===== config.mk =====
export PLATFORM = sky130hd
export DESIGN_NAME = radio_tx_top
export DESIGN_NICKNAME = d
export VERILOG_FILES = /design/src/radio_tx_err_pkg.sv /design/src/radio_tx_reg_pkg.sv /design/src/radio_tx_top.sv /design/src/tx_burst_fsm.sv /design/src/tx_config_regs.sv /design/src/tx_err_fifo.sv /design/src/tx_err_reporter.sv
export SDC_FILE = /design/constraint.sdc
export NUM_CORES = 2
export LEC_CHECK = 0
export BUFFER_PORTS_ARGS = -buffer_cell sky130_fd_sc_hd__buf_4
export CORE_MARGIN = 2
export CORE_UTILIZATION = 51
export DETAILED_ROUTE_END_ITERATION = 10
export GPL_ROUTABILITY_DRIVEN = 0
export GPL_TIMING_DRIVEN = 0
export PLACE_DENSITY = 0.68
export SETUP_SLACK_MARGIN = 0.02
export SKIP_LAST_GASP = 1
export SLEW_MARGIN = 5
export SYNTH_ARGS = -nofsm -noshare
export SYNTH_HDL_FRONTEND = slang
export SYNTH_SLANG_ARGS = --single-unit

===== constraint.sdc =====
create_clock -name radio_clk -period 34.5 [get_ports radio_clk]
set_input_delay 3.45 -clock radio_clk [delete_from_list [all_inputs] [get_ports radio_clk]]
set_output_delay 3.45 -clock radio_clk [all_outputs]
set_load 0.02 [all_outputs]

===== src/radio_tx_err_pkg.sv =====
`default_nettype none

package radio_tx_err_pkg;

  // ------------------------------------------------------------------
  // Error reporting and stream sideband types
  // ------------------------------------------------------------------

  // Codes written to the error address
  typedef enum logic [3:0] {
    ERR_UNDERRUN  = 4'd1,
    ERR_LATE_DATA = 4'd2,
    ERR_EOB_ACK   = 4'd3
  } err_code_e;

  // One queued event, stamped with radio time at detection
  typedef struct packed {
    err_code_e   code;
    logic [63:0] err_time;
  } err_rec_t;

  // Timed write request towards the error sink
  typedef struct packed {
    logic        wr;
    logic [19:0] addr;
    // Zero-extended error code
    logic [31:0] data;
    logic [63:0] req_time;
    logic [9:0]  portid;
    logic [15:0] rem_epid;
    logic [9:0]  rem_portid;
  } err_req_t;

  // Per-packet fields that travel beside the sample stream
  typedef struct packed {
    logic [63:0] timestamp;
    logic        has_time;
    logic        eob;
  } tx_sideband_t;

endpackage

`default_nettype wire


===== src/radio_tx_reg_pkg.sv =====
`default_nettype none

package radio_tx_reg_pkg;

  // ------------------------------------------------------------------
  // Register map of the transmit channel, byte addresses on the
  // 20-bit control port
  // ------------------------------------------------------------------
  typedef enum logic [19:0] {
    REG_IDLE_VALUE   = 20'h00,
    REG_ERROR_POLICY = 20'h04,
    REG_ERR_PORT     = 20'h08,
    REG_ERR_REM_PORT = 20'h0C,
    REG_ERR_REM_EPID = 20'h10,
    REG_ERR_ADDR     = 20'h14
  } reg_addr_e;

  // Drop scope after an error
  typedef enum logic [1:0] {
    POLICY_PACKET = 2'd0,
    POLICY_BURST  = 2'd1
  } err_policy_e;

  // Control port request, strobes are single cycle
  typedef struct packed {
    logic        wr;
    logic        rd;
    logic [19:0] addr;
    logic [31:0] data;
  } ctrlport_req_t;

  // Control port response
  typedef struct packed {
    logic        ack;
    logic [31:0] data;
  } ctrlport_resp_t;

  // Where error reports are sent
  typedef struct packed {
    logic [19:0] addr;
    logic [9:0]  portid;
    logic [15:0] rem_epid;
    logic [9:0]  rem_portid;
  } err_route_t;

endpackage

`default_nettype wire


===== src/radio_tx_top.sv =====
`default_nettype none

module radio_tx_top #(
  parameter int SAMP_W          = 32,
  parameter int NSPC            = 1,
  parameter int FIFO_DEPTH_LOG2 = 5
) (
  input  logic                             radio_clk,
  input  logic                             radio_rst,
  // Control port
  input  radio_tx_reg_pkg::ctrlport_req_t  ctrl_req,
  output radio_tx_reg_pkg::ctrlport_resp_t ctrl_resp,
  // Sample stream
  input  logic [SAMP_W*NSPC-1:0]           s_tdata,
  input  logic                             s_tlast,
  input  logic                             s_tvalid,
  output logic                             s_tready,
  input  radio_tx_err_pkg::tx_sideband_t   s_side,
  // Radio side
  input  logic [63:0]                      radio_time,
  input  logic                             radio_tx_stb,
  output logic [SAMP_W*NSPC-1:0]           radio_tx_data,
  output logic                             radio_tx_running,
  // Error reports
  output radio_tx_err_pkg::err_req_t       err_req,
  input  logic                             err_ack
);

  // ------------------------------------------------------------------
  // Internal wiring
  // ------------------------------------------------------------------
  logic [SAMP_W-1:0]             idle_value;
  radio_tx_reg_pkg::err_policy_e policy;
  radio_tx_reg_pkg::err_route_t  route;
  logic                          err_push;
  radio_tx_err_pkg::err_rec_t    err_rec;
  radio_tx_err_pkg::err_rec_t    head_rec;
  logic                          head_valid;
  logic                          head_pop;

  tx_config_regs #(
    .SAMP_W (SAMP_W),
    .NSPC   (NSPC)
  ) tx_config_regs_i (
    .radio_clk  (radio_clk),
    .radio_rst  (radio_rst),
    .ctrl_req   (ctrl_req),
    .ctrl_resp  (ctrl_resp),
    .idle_value (idle_value),
    .policy     (policy),
    .route      (route)
  );

  tx_burst_fsm #(
    .SAMP_W (SAMP_W),
    .NSPC   (NSPC)
  ) tx_burst_fsm_i (
    .radio_clk        (radio_clk),
    .radio_rst        (radio_rst),
    .s_tdata          (s_tdata),
    .s_tlast          (s_tlast),
    .s_tvalid         (s_tvalid),
    .s_tready         (s_tready),
    .s_side           (s_side),
    .radio_time       (radio_time),
    .radio_tx_stb     (radio_tx_stb),
    .radio_tx_data    (radio_tx_data),
    .radio_tx_running (radio_tx_running),
    .idle_value       (idle_value),
    .policy           (policy),
    .err_push         (err_push),
    .err_rec          (err_rec)
  );

  // Absorbs error bursts while a report is in flight
  tx_err_fifo #(
    .FIFO_DEPTH_LOG2 (FIFO_DEPTH_LOG2)
  ) tx_err_fifo_i (
    .radio_clk (radio_clk),
    .radio_rst (radio_rst),
    .push      (err_push),
    .din       (err_rec),
    .pop       (head_pop),
    .dout      (head_rec),
    .valid     (head_valid)
  );

  tx_err_reporter tx_err_reporter_i (
    .radio_clk (radio_clk),
    .radio_rst (radio_rst),
    .rec_valid (head_valid),
    .rec       (head_rec),
    .pop       (head_pop),
    .route     (route),
    .err_req   (err_req),
    .err_ack   (err_ack)
  );

endmodule

`default_nettype wire


===== src/tx_burst_fsm.sv =====
`default_nettype none

module tx_burst_fsm #(
  parameter int SAMP_W = 32,
  parameter int NSPC   = 1
) (
  input  logic                               radio_clk,
  input  logic                               radio_rst,
  // Sample stream
  input  logic [SAMP_W*NSPC-1:0]             s_tdata,
  input  logic                               s_tlast,
  input  logic                               s_tvalid,
  output logic                               s_tready,
  input  radio_tx_err_pkg::tx_sideband_t     s_side,
  // Radio side
  input  logic [63:0]                        radio_time,
  input  logic                               radio_tx_stb,
  output logic [SAMP_W*NSPC-1:0]             radio_tx_data,
  output logic                               radio_tx_running,
  // Configuration
  input  logic [SAMP_W-1:0]                  idle_value,
  input  radio_tx_reg_pkg::err_policy_e      policy,
  // Error events
  output logic                               err_push,
  output radio_tx_err_pkg::err_rec_t         err_rec
);

  typedef enum logic [1:0] {
    ST_IDLE,
    ST_TIME_CHECK,
    ST_TRANSMIT,
    ST_DROP
  } state_e;

  state_e state;
  // Next accepted word opens a packet
  logic   sop;
  logic   time_now;
  logic   time_past;
  logic   late_det;
  logic   under_det;
  logic   eob_det;
  logic   pkt_policy;

  assign pkt_policy = (policy == radio_tx_reg_pkg::POLICY_PACKET);

  // Registered compare keeps the 64-bit compare off the FSM path
  always_ff @(posedge radio_clk) begin
    time_now  <= (radio_time == s_side.timestamp);
    time_past <= (radio_time > s_side.timestamp);
  end

  // ------------------------------------------------------------------
  // Error detection
  // ------------------------------------------------------------------
  // Timed packet whose start time is already gone
  assign late_det  = (state == ST_TIME_CHECK) && s_side.has_time && time_past;
  // Radio asked for a sample and nothing is there
  assign under_det = (state == ST_TRANSMIT) && radio_tx_stb && !s_tvalid;
  // Last word of the burst leaves
  assign eob_det   = (state == ST_TRANSMIT) && radio_tx_stb && s_tvalid && s_tlast && s_side.eob;

  // Record payload, qualified by err_push
  always_ff @(posedge radio_clk) begin
    if (late_det || under_det || eob_det) begin
      err_rec.err_time <= radio_time;
      if (late_det) begin
        err_rec.code <= radio_tx_err_pkg::ERR_LATE_DATA;
      end else if (under_det) begin
        err_rec.code <= radio_tx_err_pkg::ERR_UNDERRUN;
      end else begin
        err_rec.code <= radio_tx_err_pkg::ERR_EOB_ACK;
      end
    end
  end

  // ------------------------------------------------------------------
  // Burst state machine
  // ------------------------------------------------------------------
  always_ff @(posedge radio_clk) begin
    if (radio_rst) begin
      state    <= ST_IDLE;
      sop      <= 1'b1;
      err_push <= 1'b0;
    end else begin
      err_push <= late_det || under_det || eob_det;
      if (s_tvalid && s_tready) begin
        sop <= s_tlast;
      end

      case (state)
        // One cycle for the time compare to catch up with the new packet
        ST_IDLE: begin
          if (s_tvalid) begin
            state <= ST_TIME_CHECK;
          end
        end
        ST_TIME_CHECK: begin
          if (!s_side.has_time || time_now) begin
            state <= ST_TRANSMIT;
          end else if (late_det) begin
            state <= ST_DROP;
          end
        end
        ST_TRANSMIT: begin
          if (under_det) begin
            state <= ST_DROP;
          end else if (eob_det) begin
            state <= ST_IDLE;
          end
        end
        ST_DROP: begin
          // Packet end, or burst end under burst policy
          if (s_tvalid && s_tlast) begin
            if (pkt_policy || s_side.eob) begin
              state <= ST_IDLE;
            end
          // Underrun landed between packets
          end else if (!s_tvalid && sop && pkt_policy) begin
            state <= ST_IDLE;
          end
        end
        default: state <= ST_IDLE;
      endcase
    end
  end

  // Live sample while transmitting, idle pattern otherwise
  assign radio_tx_data = (s_tvalid && state == ST_TRANSMIT) ? s_tdata : {NSPC{idle_value}};

  // Strobe-paced in transmit, flush everything in drop
  assign s_tready = (radio_tx_stb && state == ST_TRANSMIT) || (state == ST_DROP);

  assign radio_tx_running = (state == ST_TRANSMIT);

  a_state_legal : assert property (@(posedge radio_clk) disable iff (radio_rst)
    !$isunknown(state) && (state inside {ST_IDLE, ST_TIME_CHECK, ST_TRANSMIT, ST_DROP}));

endmodule

`default_nettype wire


===== src/tx_config_regs.sv =====
`default_nettype none

module tx_config_regs #(
  parameter int SAMP_W = 32,
  parameter int NSPC   = 1
) (
  input  logic                             radio_clk,
  input  logic                             radio_rst,
  input  radio_tx_reg_pkg::ctrlport_req_t  ctrl_req,
  output radio_tx_reg_pkg::ctrlport_resp_t ctrl_resp,
  output logic [SAMP_W-1:0]                idle_value,
  output radio_tx_reg_pkg::err_policy_e    policy,
  output radio_tx_reg_pkg::err_route_t     route
);

  // Idle sample lives in one 32-bit register, at least one sample per cycle
  if (SAMP_W > 32 || NSPC < 1) begin : g_param_check
    $error("tx_config_regs: SAMP_W must be <= 32 and NSPC >= 1");
  end

  // ------------------------------------------------------------------
  // Register writes and reads
  // ------------------------------------------------------------------
  always_ff @(posedge radio_clk) begin
    if (radio_rst) begin
      ctrl_resp  <= '0;
      idle_value <= '0;
      policy     <= radio_tx_reg_pkg::POLICY_PACKET;
      route      <= '0;
    end else begin
      // Ack and read data last one cycle
      ctrl_resp <= '0;

      if (ctrl_req.wr) begin
        case (ctrl_req.addr)
          radio_tx_reg_pkg::REG_IDLE_VALUE: begin
            idle_value    <= ctrl_req.data[SAMP_W-1:0];
            ctrl_resp.ack <= 1'b1;
          end
          radio_tx_reg_pkg::REG_ERROR_POLICY: begin
            // Unknown encodings fall back to packet policy
            case (ctrl_req.data[1:0])
              radio_tx_reg_pkg::POLICY_BURST: policy <= radio_tx_reg_pkg::POLICY_BURST;
              default:                        policy <= radio_tx_reg_pkg::POLICY_PACKET;
            endcase
            ctrl_resp.ack <= 1'b1;
          end
          radio_tx_reg_pkg::REG_ERR_PORT: begin
            route.portid  <= ctrl_req.data[9:0];
            ctrl_resp.ack <= 1'b1;
          end
          radio_tx_reg_pkg::REG_ERR_REM_PORT: begin
            route.rem_portid <= ctrl_req.data[9:0];
            ctrl_resp.ack    <= 1'b1;
          end
          radio_tx_reg_pkg::REG_ERR_REM_EPID: begin
            route.rem_epid <= ctrl_req.data[15:0];
            ctrl_resp.ack  <= 1'b1;
          end
          radio_tx_reg_pkg::REG_ERR_ADDR: begin
            route.addr    <= ctrl_req.data[19:0];
            ctrl_resp.ack <= 1'b1;
          end
          default: ;
        endcase
      end

      // Unmapped reads get no ack and zero data
      if (ctrl_req.rd) begin
        case (ctrl_req.addr)
          radio_tx_reg_pkg::REG_IDLE_VALUE: begin
            ctrl_resp.data[SAMP_W-1:0] <= idle_value;
            ctrl_resp.ack              <= 1'b1;
          end
          radio_tx_reg_pkg::REG_ERROR_POLICY: begin
            ctrl_resp.data[1:0] <= policy;
            ctrl_resp.ack       <= 1'b1;
          end
          radio_tx_reg_pkg::REG_ERR_PORT: begin
            ctrl_resp.data[9:0] <= route.portid;
            ctrl_resp.ack       <= 1'b1;
          end
          radio_tx_reg_pkg::REG_ERR_REM_PORT: begin
            ctrl_resp.data[9:0] <= route.rem_portid;
            ctrl_resp.ack       <= 1'b1;
          end
          radio_tx_reg_pkg::REG_ERR_REM_EPID: begin
            ctrl_resp.data[15:0] <= route.rem_epid;
            ctrl_resp.ack        <= 1'b1;
          end
          radio_tx_reg_pkg::REG_ERR_ADDR: begin
            ctrl_resp.data[19:0] <= route.addr;
            ctrl_resp.ack        <= 1'b1;
          end
          default: ;
        endcase
      end
    end
  end

  // A lone strobe yields a single ack cycle
  a_ack_single : assert property (@(posedge radio_clk) disable iff (radio_rst)
    ctrl_resp.ack && !(ctrl_req.wr || ctrl_req.rd) |=> !ctrl_resp.ack);

endmodule

`default_nettype wire


===== src/tx_err_fifo.sv =====
`default_nettype none

module tx_err_fifo #(
  parameter int FIFO_DEPTH_LOG2 = 5
) (
  input  logic                       radio_clk,
  input  logic                       radio_rst,
  input  logic                       push,
  input  radio_tx_err_pkg::err_rec_t din,
  input  logic                       pop,
  output radio_tx_err_pkg::err_rec_t dout,
  output logic                       valid
);

  localparam int DEPTH = 2 ** FIFO_DEPTH_LOG2;

  radio_tx_err_pkg::err_rec_t mem [DEPTH];

  // Extra MSB tells full from empty
  logic [FIFO_DEPTH_LOG2:0] wr_ptr;
  logic [FIFO_DEPTH_LOG2:0] rd_ptr;
  logic                     full;
  logic                     wr_en;
  logic                     rd_en;

  assign full  = (wr_ptr[FIFO_DEPTH_LOG2] != rd_ptr[FIFO_DEPTH_LOG2]) &&
                 (wr_ptr[FIFO_DEPTH_LOG2-1:0] == rd_ptr[FIFO_DEPTH_LOG2-1:0]);
  assign valid = (wr_ptr != rd_ptr);

  // Records arriving while full are lost
  assign wr_en = push && !full;
  assign rd_en = pop && valid;

  always_ff @(posedge radio_clk) begin
    if (wr_en) begin
      mem[wr_ptr[FIFO_DEPTH_LOG2-1:0]] <= din;
    end
  end

  always_ff @(posedge radio_clk) begin
    if (radio_rst) begin
      wr_ptr <= '0;
      rd_ptr <= '0;
    end else begin
      if (wr_en) begin
        wr_ptr <= wr_ptr + 1'b1;
      end
      if (rd_en) begin
        rd_ptr <= rd_ptr + 1'b1;
      end
    end
  end

  // Head shown combinationally
  assign dout = mem[rd_ptr[FIFO_DEPTH_LOG2-1:0]];

  // Reporter only pops a record it has seen
  a_no_pop_empty : assert property (@(posedge radio_clk) disable iff (radio_rst)
    pop |-> valid);

endmodule

`default_nettype wire


===== src/tx_err_reporter.sv =====
`default_nettype none

module tx_err_reporter (
  input  logic                         radio_clk,
  input  logic                         radio_rst,
  input  logic                         rec_valid,
  input  radio_tx_err_pkg::err_rec_t   rec,
  output logic                         pop,
  input  radio_tx_reg_pkg::err_route_t route,
  output radio_tx_err_pkg::err_req_t   err_req,
  input  logic                         err_ack
);

  typedef enum logic {
    ST_IDLE,
    ST_WAIT_ACK
  } state_e;

  state_e state;

  // ------------------------------------------------------------------
  // Report sequencer
  // ------------------------------------------------------------------
  // wr and pop pulse in IDLE, the machine leaves on the pulse cycle
  always_ff @(posedge radio_clk) begin
    if (radio_rst) begin
      state      <= ST_IDLE;
      err_req.wr <= 1'b0;
      pop        <= 1'b0;
    end else begin
      err_req.wr <= 1'b0;
      pop        <= 1'b0;
      case (state)
        ST_IDLE: begin
          if (err_req.wr) begin
            // Ack on the pulse itself ends the transfer at once
            if (!err_ack) begin
              state <= ST_WAIT_ACK;
            end
          end else if (rec_valid) begin
            err_req.wr <= 1'b1;
            pop        <= 1'b1;
          end
        end
        ST_WAIT_ACK: begin
          if (err_ack) begin
            state <= ST_IDLE;
          end
        end
        default: state <= ST_IDLE;
      endcase
    end
  end

  // Request payload latched with the pulse
  always_ff @(posedge radio_clk) begin
    if (state == ST_IDLE && !err_req.wr && rec_valid) begin
      err_req.addr       <= route.addr;
      err_req.data       <= 32'(rec.code);
      err_req.req_time   <= rec.err_time;
      err_req.portid     <= route.portid;
      err_req.rem_epid   <= route.rem_epid;
      err_req.rem_portid <= route.rem_portid;
    end
  end

  a_no_wr_waiting : assert property (@(posedge radio_clk) disable iff (radio_rst)
    (state == ST_WAIT_ACK) |-> !err_req.wr);

endmodule

`default_nettype wire

Yosys cells after proc, flatten, opt, wreduce, memory -nomap -nowiden:

Memory sizes are Yosys's and may differ from the RTL's. A register that Yosys moved wholly into a read port is not among the register bits.
Cells that the tools add are included.

* add/subtract/negate cells: 2
* $mul: 0
* divide/modulo/power cells: 0
* order comparisons: 1
* equal/unequal tests: 18
* shift-type cells: 0
* mux-type cells: 27
* bitwise gates (word level): 3
* reduce and logical (&&, ||, !) cells: 40

Operators with widths (count)
* equality test 64 bit: 1
* greater-than comparator 64 bit: 1
* equality test 20 x 4 -> 1 bit, second input constant: 2
* equality test 20 x 5 -> 1 bit, second input constant: 2
* one-hot mux 8 bit (5 select lines): 1
* 2-to-1 mux 33 bit: 1
* 2-to-1 mux 32 bit: 1
* equality test 20 x 3 -> 1 bit, second input constant: 1
* logical NOT 20 bit: 1
* 2-to-1 mux 2 bit: 9
* one-hot mux 6 bit (3 select lines): 1
* logical AND 1 bit: 17
* adder 6 x 1 -> 6 bit, second input constant: 2
* 2-to-1 mux 12 bit: 1
* one-hot mux 2 bit (6 select lines): 1
* AND reduction 2 bit: 6
* 2-to-1 mux 1 bit: 9
* one-hot mux 2 bit (4 select lines): 1
* one-hot mux 4 bit (2 select lines): 1
* != test 3 x 1 -> 1 bit, second input constant: 2
* != test 6 bit: 1
* OR reduction 3 bit: 2
* OR reduction 6 bit: 1
* equality test 5 bit: 1
* 13 further kinds: 25

* register bits after elaboration: 267
* latch bits: 0
* memory bits (writable): 2176
* memory bits (read-only): 0
* bits of input ports: 222
* output and inout port bits: 220
* word-level logic and storage cells: 116
* memories kept: 1

Memory list
* tx_err_fifo_i.mem: words 32, bits a word 68, rd ports 1, clocked after Yosys merged registers in 1, write ports 1, line tx_err_fifo.sv:17 `radio_tx_err_pkg::err_rec_t mem [DEPTH];`

Logic depth before layout (Yosys ltp):

* depth after elaboration: 8
* mapped depth: 9
* gate-level depth less buffers: 8

Cells and area by module:

Synthesis repeated with hierarchy kept, for this count alone.

* cell total of the unflattened synthesis: 4943
* area, all modules: 96739.0 um^2

Modules (own cells, without submodules)
* tx_err_fifo: instances 1, cells an instance 3829, area an instance 83262.4 um^2, sequential area each 65683.0 um^2
* tx_config_regs: instances 1, cells an instance 584, area an instance 5159.9 um^2, sequential area each 2442.3 um^2
* tx_burst_fsm: instances 1, cells an instance 370, area an instance 4301.6 um^2, sequential area each 2102.0 um^2
* tx_err_reporter: instances 1, cells an instance 160, area an instance 4015.1 um^2, sequential area each 3763.6 um^2

Worst setup path before layout:

OpenSTA, ideal clock, no wires.

* path type: reg2reg
* start point: register tx_err_fifo_i.rd_ptr[2]
* end point: register, netlist name tx_err_reporter_i.err_req[0]
* library setup time: 0.824 ns
* arrival: 10.483 ns
* required time: 33.676 ns
* setup slack: 23.193 ns
* cell stages (with the launch flop): 5
* path buffers: 1
* period minus slack after synthesis: 11.307 ns
* cell sequence: dfxtp_1 buf_2 xor2_1 nor2_1 a311oi_1

* word-level cells in the longest chain between the ends: 2

Ends and longest elaborated chain
* start: declaration: line tx_err_fifo.sv:21 `logic [FIFO_DEPTH_LOG2:0] rd_ptr;`
* start signal: assignment: line tx_err_fifo.sv:49 `rd_ptr <= rd_ptr + 1'b1;`
* != test 6 bit: line tx_err_fifo.sv:28 `assign valid = (wr_ptr != rd_ptr);`
* logical AND 1 bit: line tx_err_reporter.sv:57 `if (state == ST_IDLE && !err_req.wr && rec_valid) begin`

No other way between the ends.
A chain may end at the register's enable or synchronous reset.

Worst setup path after layout:

* start point: input s_tvalid
* end point: output radio_tx_data[16]

* word-level cells in the longest chain between the ends: 2

Ends and longest elaborated chain
* start: declaration: line radio_tx_top.sv:16 `input logic s_tvalid,`
* logical AND 1 bit: line tx_burst_fsm.sv:129 `assign radio_tx_data = (s_tvalid && state == ST_TRANSMIT) ? s_tdata : {NSPC{idle_value}};`
* 2-to-1 mux 32 bit: line tx_burst_fsm.sv:129
* end: declaration: line radio_tx_top.sv:22 `output logic [SAMP_W*NSPC-1:0] radio_tx_data,`

No other way between the ends.

==> run metrics <==
status=finished with violations; failing checks=max-capacitance violations, max-slew violations; CORE AREA=0.1813 mm2; clock sinks=2,442; Rel. slew slack=-1.717%; HP Class=register to register; RSZ-0062 raised after global routing=false; Synth Area per Inst=22.34 um2; fin crit share=25.69%; multi-input logic area=0.02034 mm2; Die Y=431.7 um; critical path launch point type=primary input; final wirelength=246,400 um; worst reg-to-reg setup slack=29.64 ns; Data arrival, critical path=5.41 ns; antenna violations before repair=4; Seq cells post-synth=2,442; fin area=0.1103 mm2; clk root buf=clkbuf_16; dominant synthesized flop cell=edfxtp_1; initial core utilization=51.45%; Nets=5,273; Post-DRT Antenna Nets=0; Max VDD drop=52.13 uV; number of flops mapped to enable cells by yosys=2,300; DRT iter0 DRCs=5,950; Post-Synthesis Cells=4,175; clock skew=0.07230 ns; post-cts resize count=0; leak pwr=35.04 nW; share of flip-flops with an asynchronous set or reset=0%; Setup TNS Final=0 ns; yosys warns=0; Slew Viols, Final=20; CP Class=primary input to output pin; Synth cell types=58; Power Total=5.901 mW; DR vias/cell=6.249; pin count of the biggest net entering global routing=33; I/O pin cnt=442; clock share of power=42.8%; WHS Path Cells=0; net load switching power=1.204 mW; total grt overflow=0; most common cell after layout, fill and taps aside=edfxtp_1; total number of vias=47,296; Pre-antenna DRT Iters=5; clk buf depth=3; sequential power share=55.5%; CTS Hold Bufs=0; Overall Global Routing Usage=26.53%; vias in the first global route=47,087; FF+latch area=0.07191 mm2; cts bufs inserted=232; Setup Viol. Count Final=0; f_max=112.8 MHz; H-tree levels=4; Post-CTS Repair Setup Buffers=0; CTS tree=built; Max-cap violations=2; Fin. Hold Viols=0; Die ar.=0.1864 mm2; DIE WIDTH=431.7 um; worst reg2reg path depth=10; Clock Latency Late Sink=0.88 ns; first-pass GRT wire length=347,200 um; required time of the critical path=31.05 ns; Cell Area, Synth=0.09329 mm2; DRC viols=0; Post-DP Area=0.1026 mm2; Slew @ Worst Pin=1.526 ns; part of the Yosys area used for sequential elements=77.08%; Filler Cells Inserted=12,395; pwr/cell area=53.51 mW/mm2; most frequent cells in the layout=edfxtp_1 (2,300), mux4_2 (660), buf_4 (454), clkbuf_16 (234), nand2_1 (192); Combinational Power Share=1.8%; P_int=4.696 mW; I/O Buffers=410; Routed WL per cell=32.56 um; Yosys top cell by area=edfxtp_1; row count=156; Synth area leaders=edfxtp_1 (74%), mux4_2 (16%), dfxtp_1 (3.0%), mux2_2 (1.3%), ha_1 (0.93%); CP Capture Type=output pin; Clk pin slew, worst setup/hold paths=0.06 ns; Period minus WS final=8.863 ns; fraction of layout cells with a size suffix above 1=34.75%; fin util=60.82%; final hold slack=0.4478 ns; share of the synthesized area in the top cell type=74.04%; Crit Path Max Fanout=10; Layout area overhead=18.21%; dpl hpwl=159,800 um; Switching Fraction=20.41%
==> routing by layer <==
layer	up-vias	share of wire [%]	global-route usage [%]
met3	442	8.7	5.093
met4	2	4.7	11.12
met1	25192	37	35.39
met5	-	0.0053	0
li1	19023	-	-
met2	2637	49	43.28
==> state kept, by name (all words and copies together), names as in the netlist <==
name and flops:
tx_err_fifo_i.mem 2112, tx_err_reporter_i.pop 1, tx_err_fifo_i.wr_ptr 6, tx_err_reporter_i.state 1, tx_burst_fsm_i.err_rec 66, tx_burst_fsm_i.sop 1
tx_err_reporter_i.err_req 122, tx_burst_fsm_i.err_push 1, tx_config_regs_i.route 56, tx_burst_fsm_i.state 2, tx_burst_fsm_i.time_now 1, tx_burst_fsm_i.time_past 1
tx_err_fifo_i.rd_ptr 6, tx_config_regs_i.idle_value 32, tx_config_regs_i.ctrl_resp 33, tx_config_regs_i.policy 1
==> cell type report <==
type | instances | share of cell area, %
antenna | 9 | 0.02042
buffer | 237 | 1.050
clock buffer | 289 | 5.579
clock inverter | 152 | 1.333
inverter | 75 | 0.2553
multi-input combinational | 1450 | 18.45
sequential | 2442 | 65.21
tap | 2370 | 2.689
timing repair buffer | 544 | 5.418
==> power groups by stage <==
stage          clock (mW)  combinational [mW]  sequential [mW]
2_1_floorplan           0              0.0420             3.33
3_3_place_gp            0              0.0978             3.34
6_report             2.52               0.105             3.27
5_1_grt              2.66               0.112             3.27
3_5_place_dp            0               0.105             3.34
4_1_cts              2.55               0.105             3.27
==> cell usage after synthesis (all sizes together), types with 2 or more instances <==
cell type / n
a22o: 4
nand2b: 2
a31oi: 2
a221o: 9
xor2: 13
o21ai: 9
nand2: 193
nor4: 9
o211ai: 3
dfxtp: 142
ha: 69
nor2b: 7
nand3: 24
xnor2: 3
a21oi: 128
and2: 17
clkbuf: 111
nor3: 13
a221oi: 13
buf: 126
o21a: 2
and3: 5
mux2i: 4
nand4: 19
nor2: 71
mux4: 660
edfxtp: 2300
a21o: 6
mux2: 105
nand3b: 3
a22oi: 7
inv: 75
or3: 2
a211oi: 3
o31ai: 2
nor4b: 2
==> cell families (layout without fill, tap and decap cells) <==
| group | Yosys count | after routing | synth area share [%] |
|---|---|---|---|
| AO/OA/AOI/OAI | 195 | 195 | 1.265 |
| XOR/XNOR | 16 | 16 | 0.1502 |
| adder cells (fa/ha/maj) | 69 | 69 | 0.9255 |
| buffers and inverters | 312 | 1297 | 1.534 |
| flip-flops | 2442 | 2442 | 77.08 |
| multiplexers | 769 | 769 | 17.24 |
| other | 1 | 39 | 0.004020 |
| AND/OR/NAND/NOR | 371 | 371 | 1.792 |
==> final timing paths <==
path                                  start                            to
hold reg to reg   tx_config_regs_i.route[1]  tx_err_reporter_i.err_req[1]
setup reg to reg    tx_err_fifo_i.rd_ptr[0]     tx_err_fifo_i.mem[17][31]
hold / removal    tx_config_regs_i.route[1]  tx_err_reporter_i.err_req[1]
setup / recovery                   s_tvalid             radio_tx_data[16]
==> per-stage QoR <==
| step | setup slack (ns) | instances |
|---|---|---|
| after floorplan | 23.19 | 4204 |
| after global placement | 13.03 | 6984 |
| after detailed placement | 25.60 | 7117 |
| after CTS | 25.58 | 7558 |
| after global routing | 25.57 | 7566 |
| final | 25.64 | 7568 |
==> critical path, stage by stage <==
cell	delay (ns)
clkbuf_1	0.16
nand2_1	0.66
buf_1	0.50
mux2_2	0.43
buf_4	0.17
(Power assumes the default switching activity.)
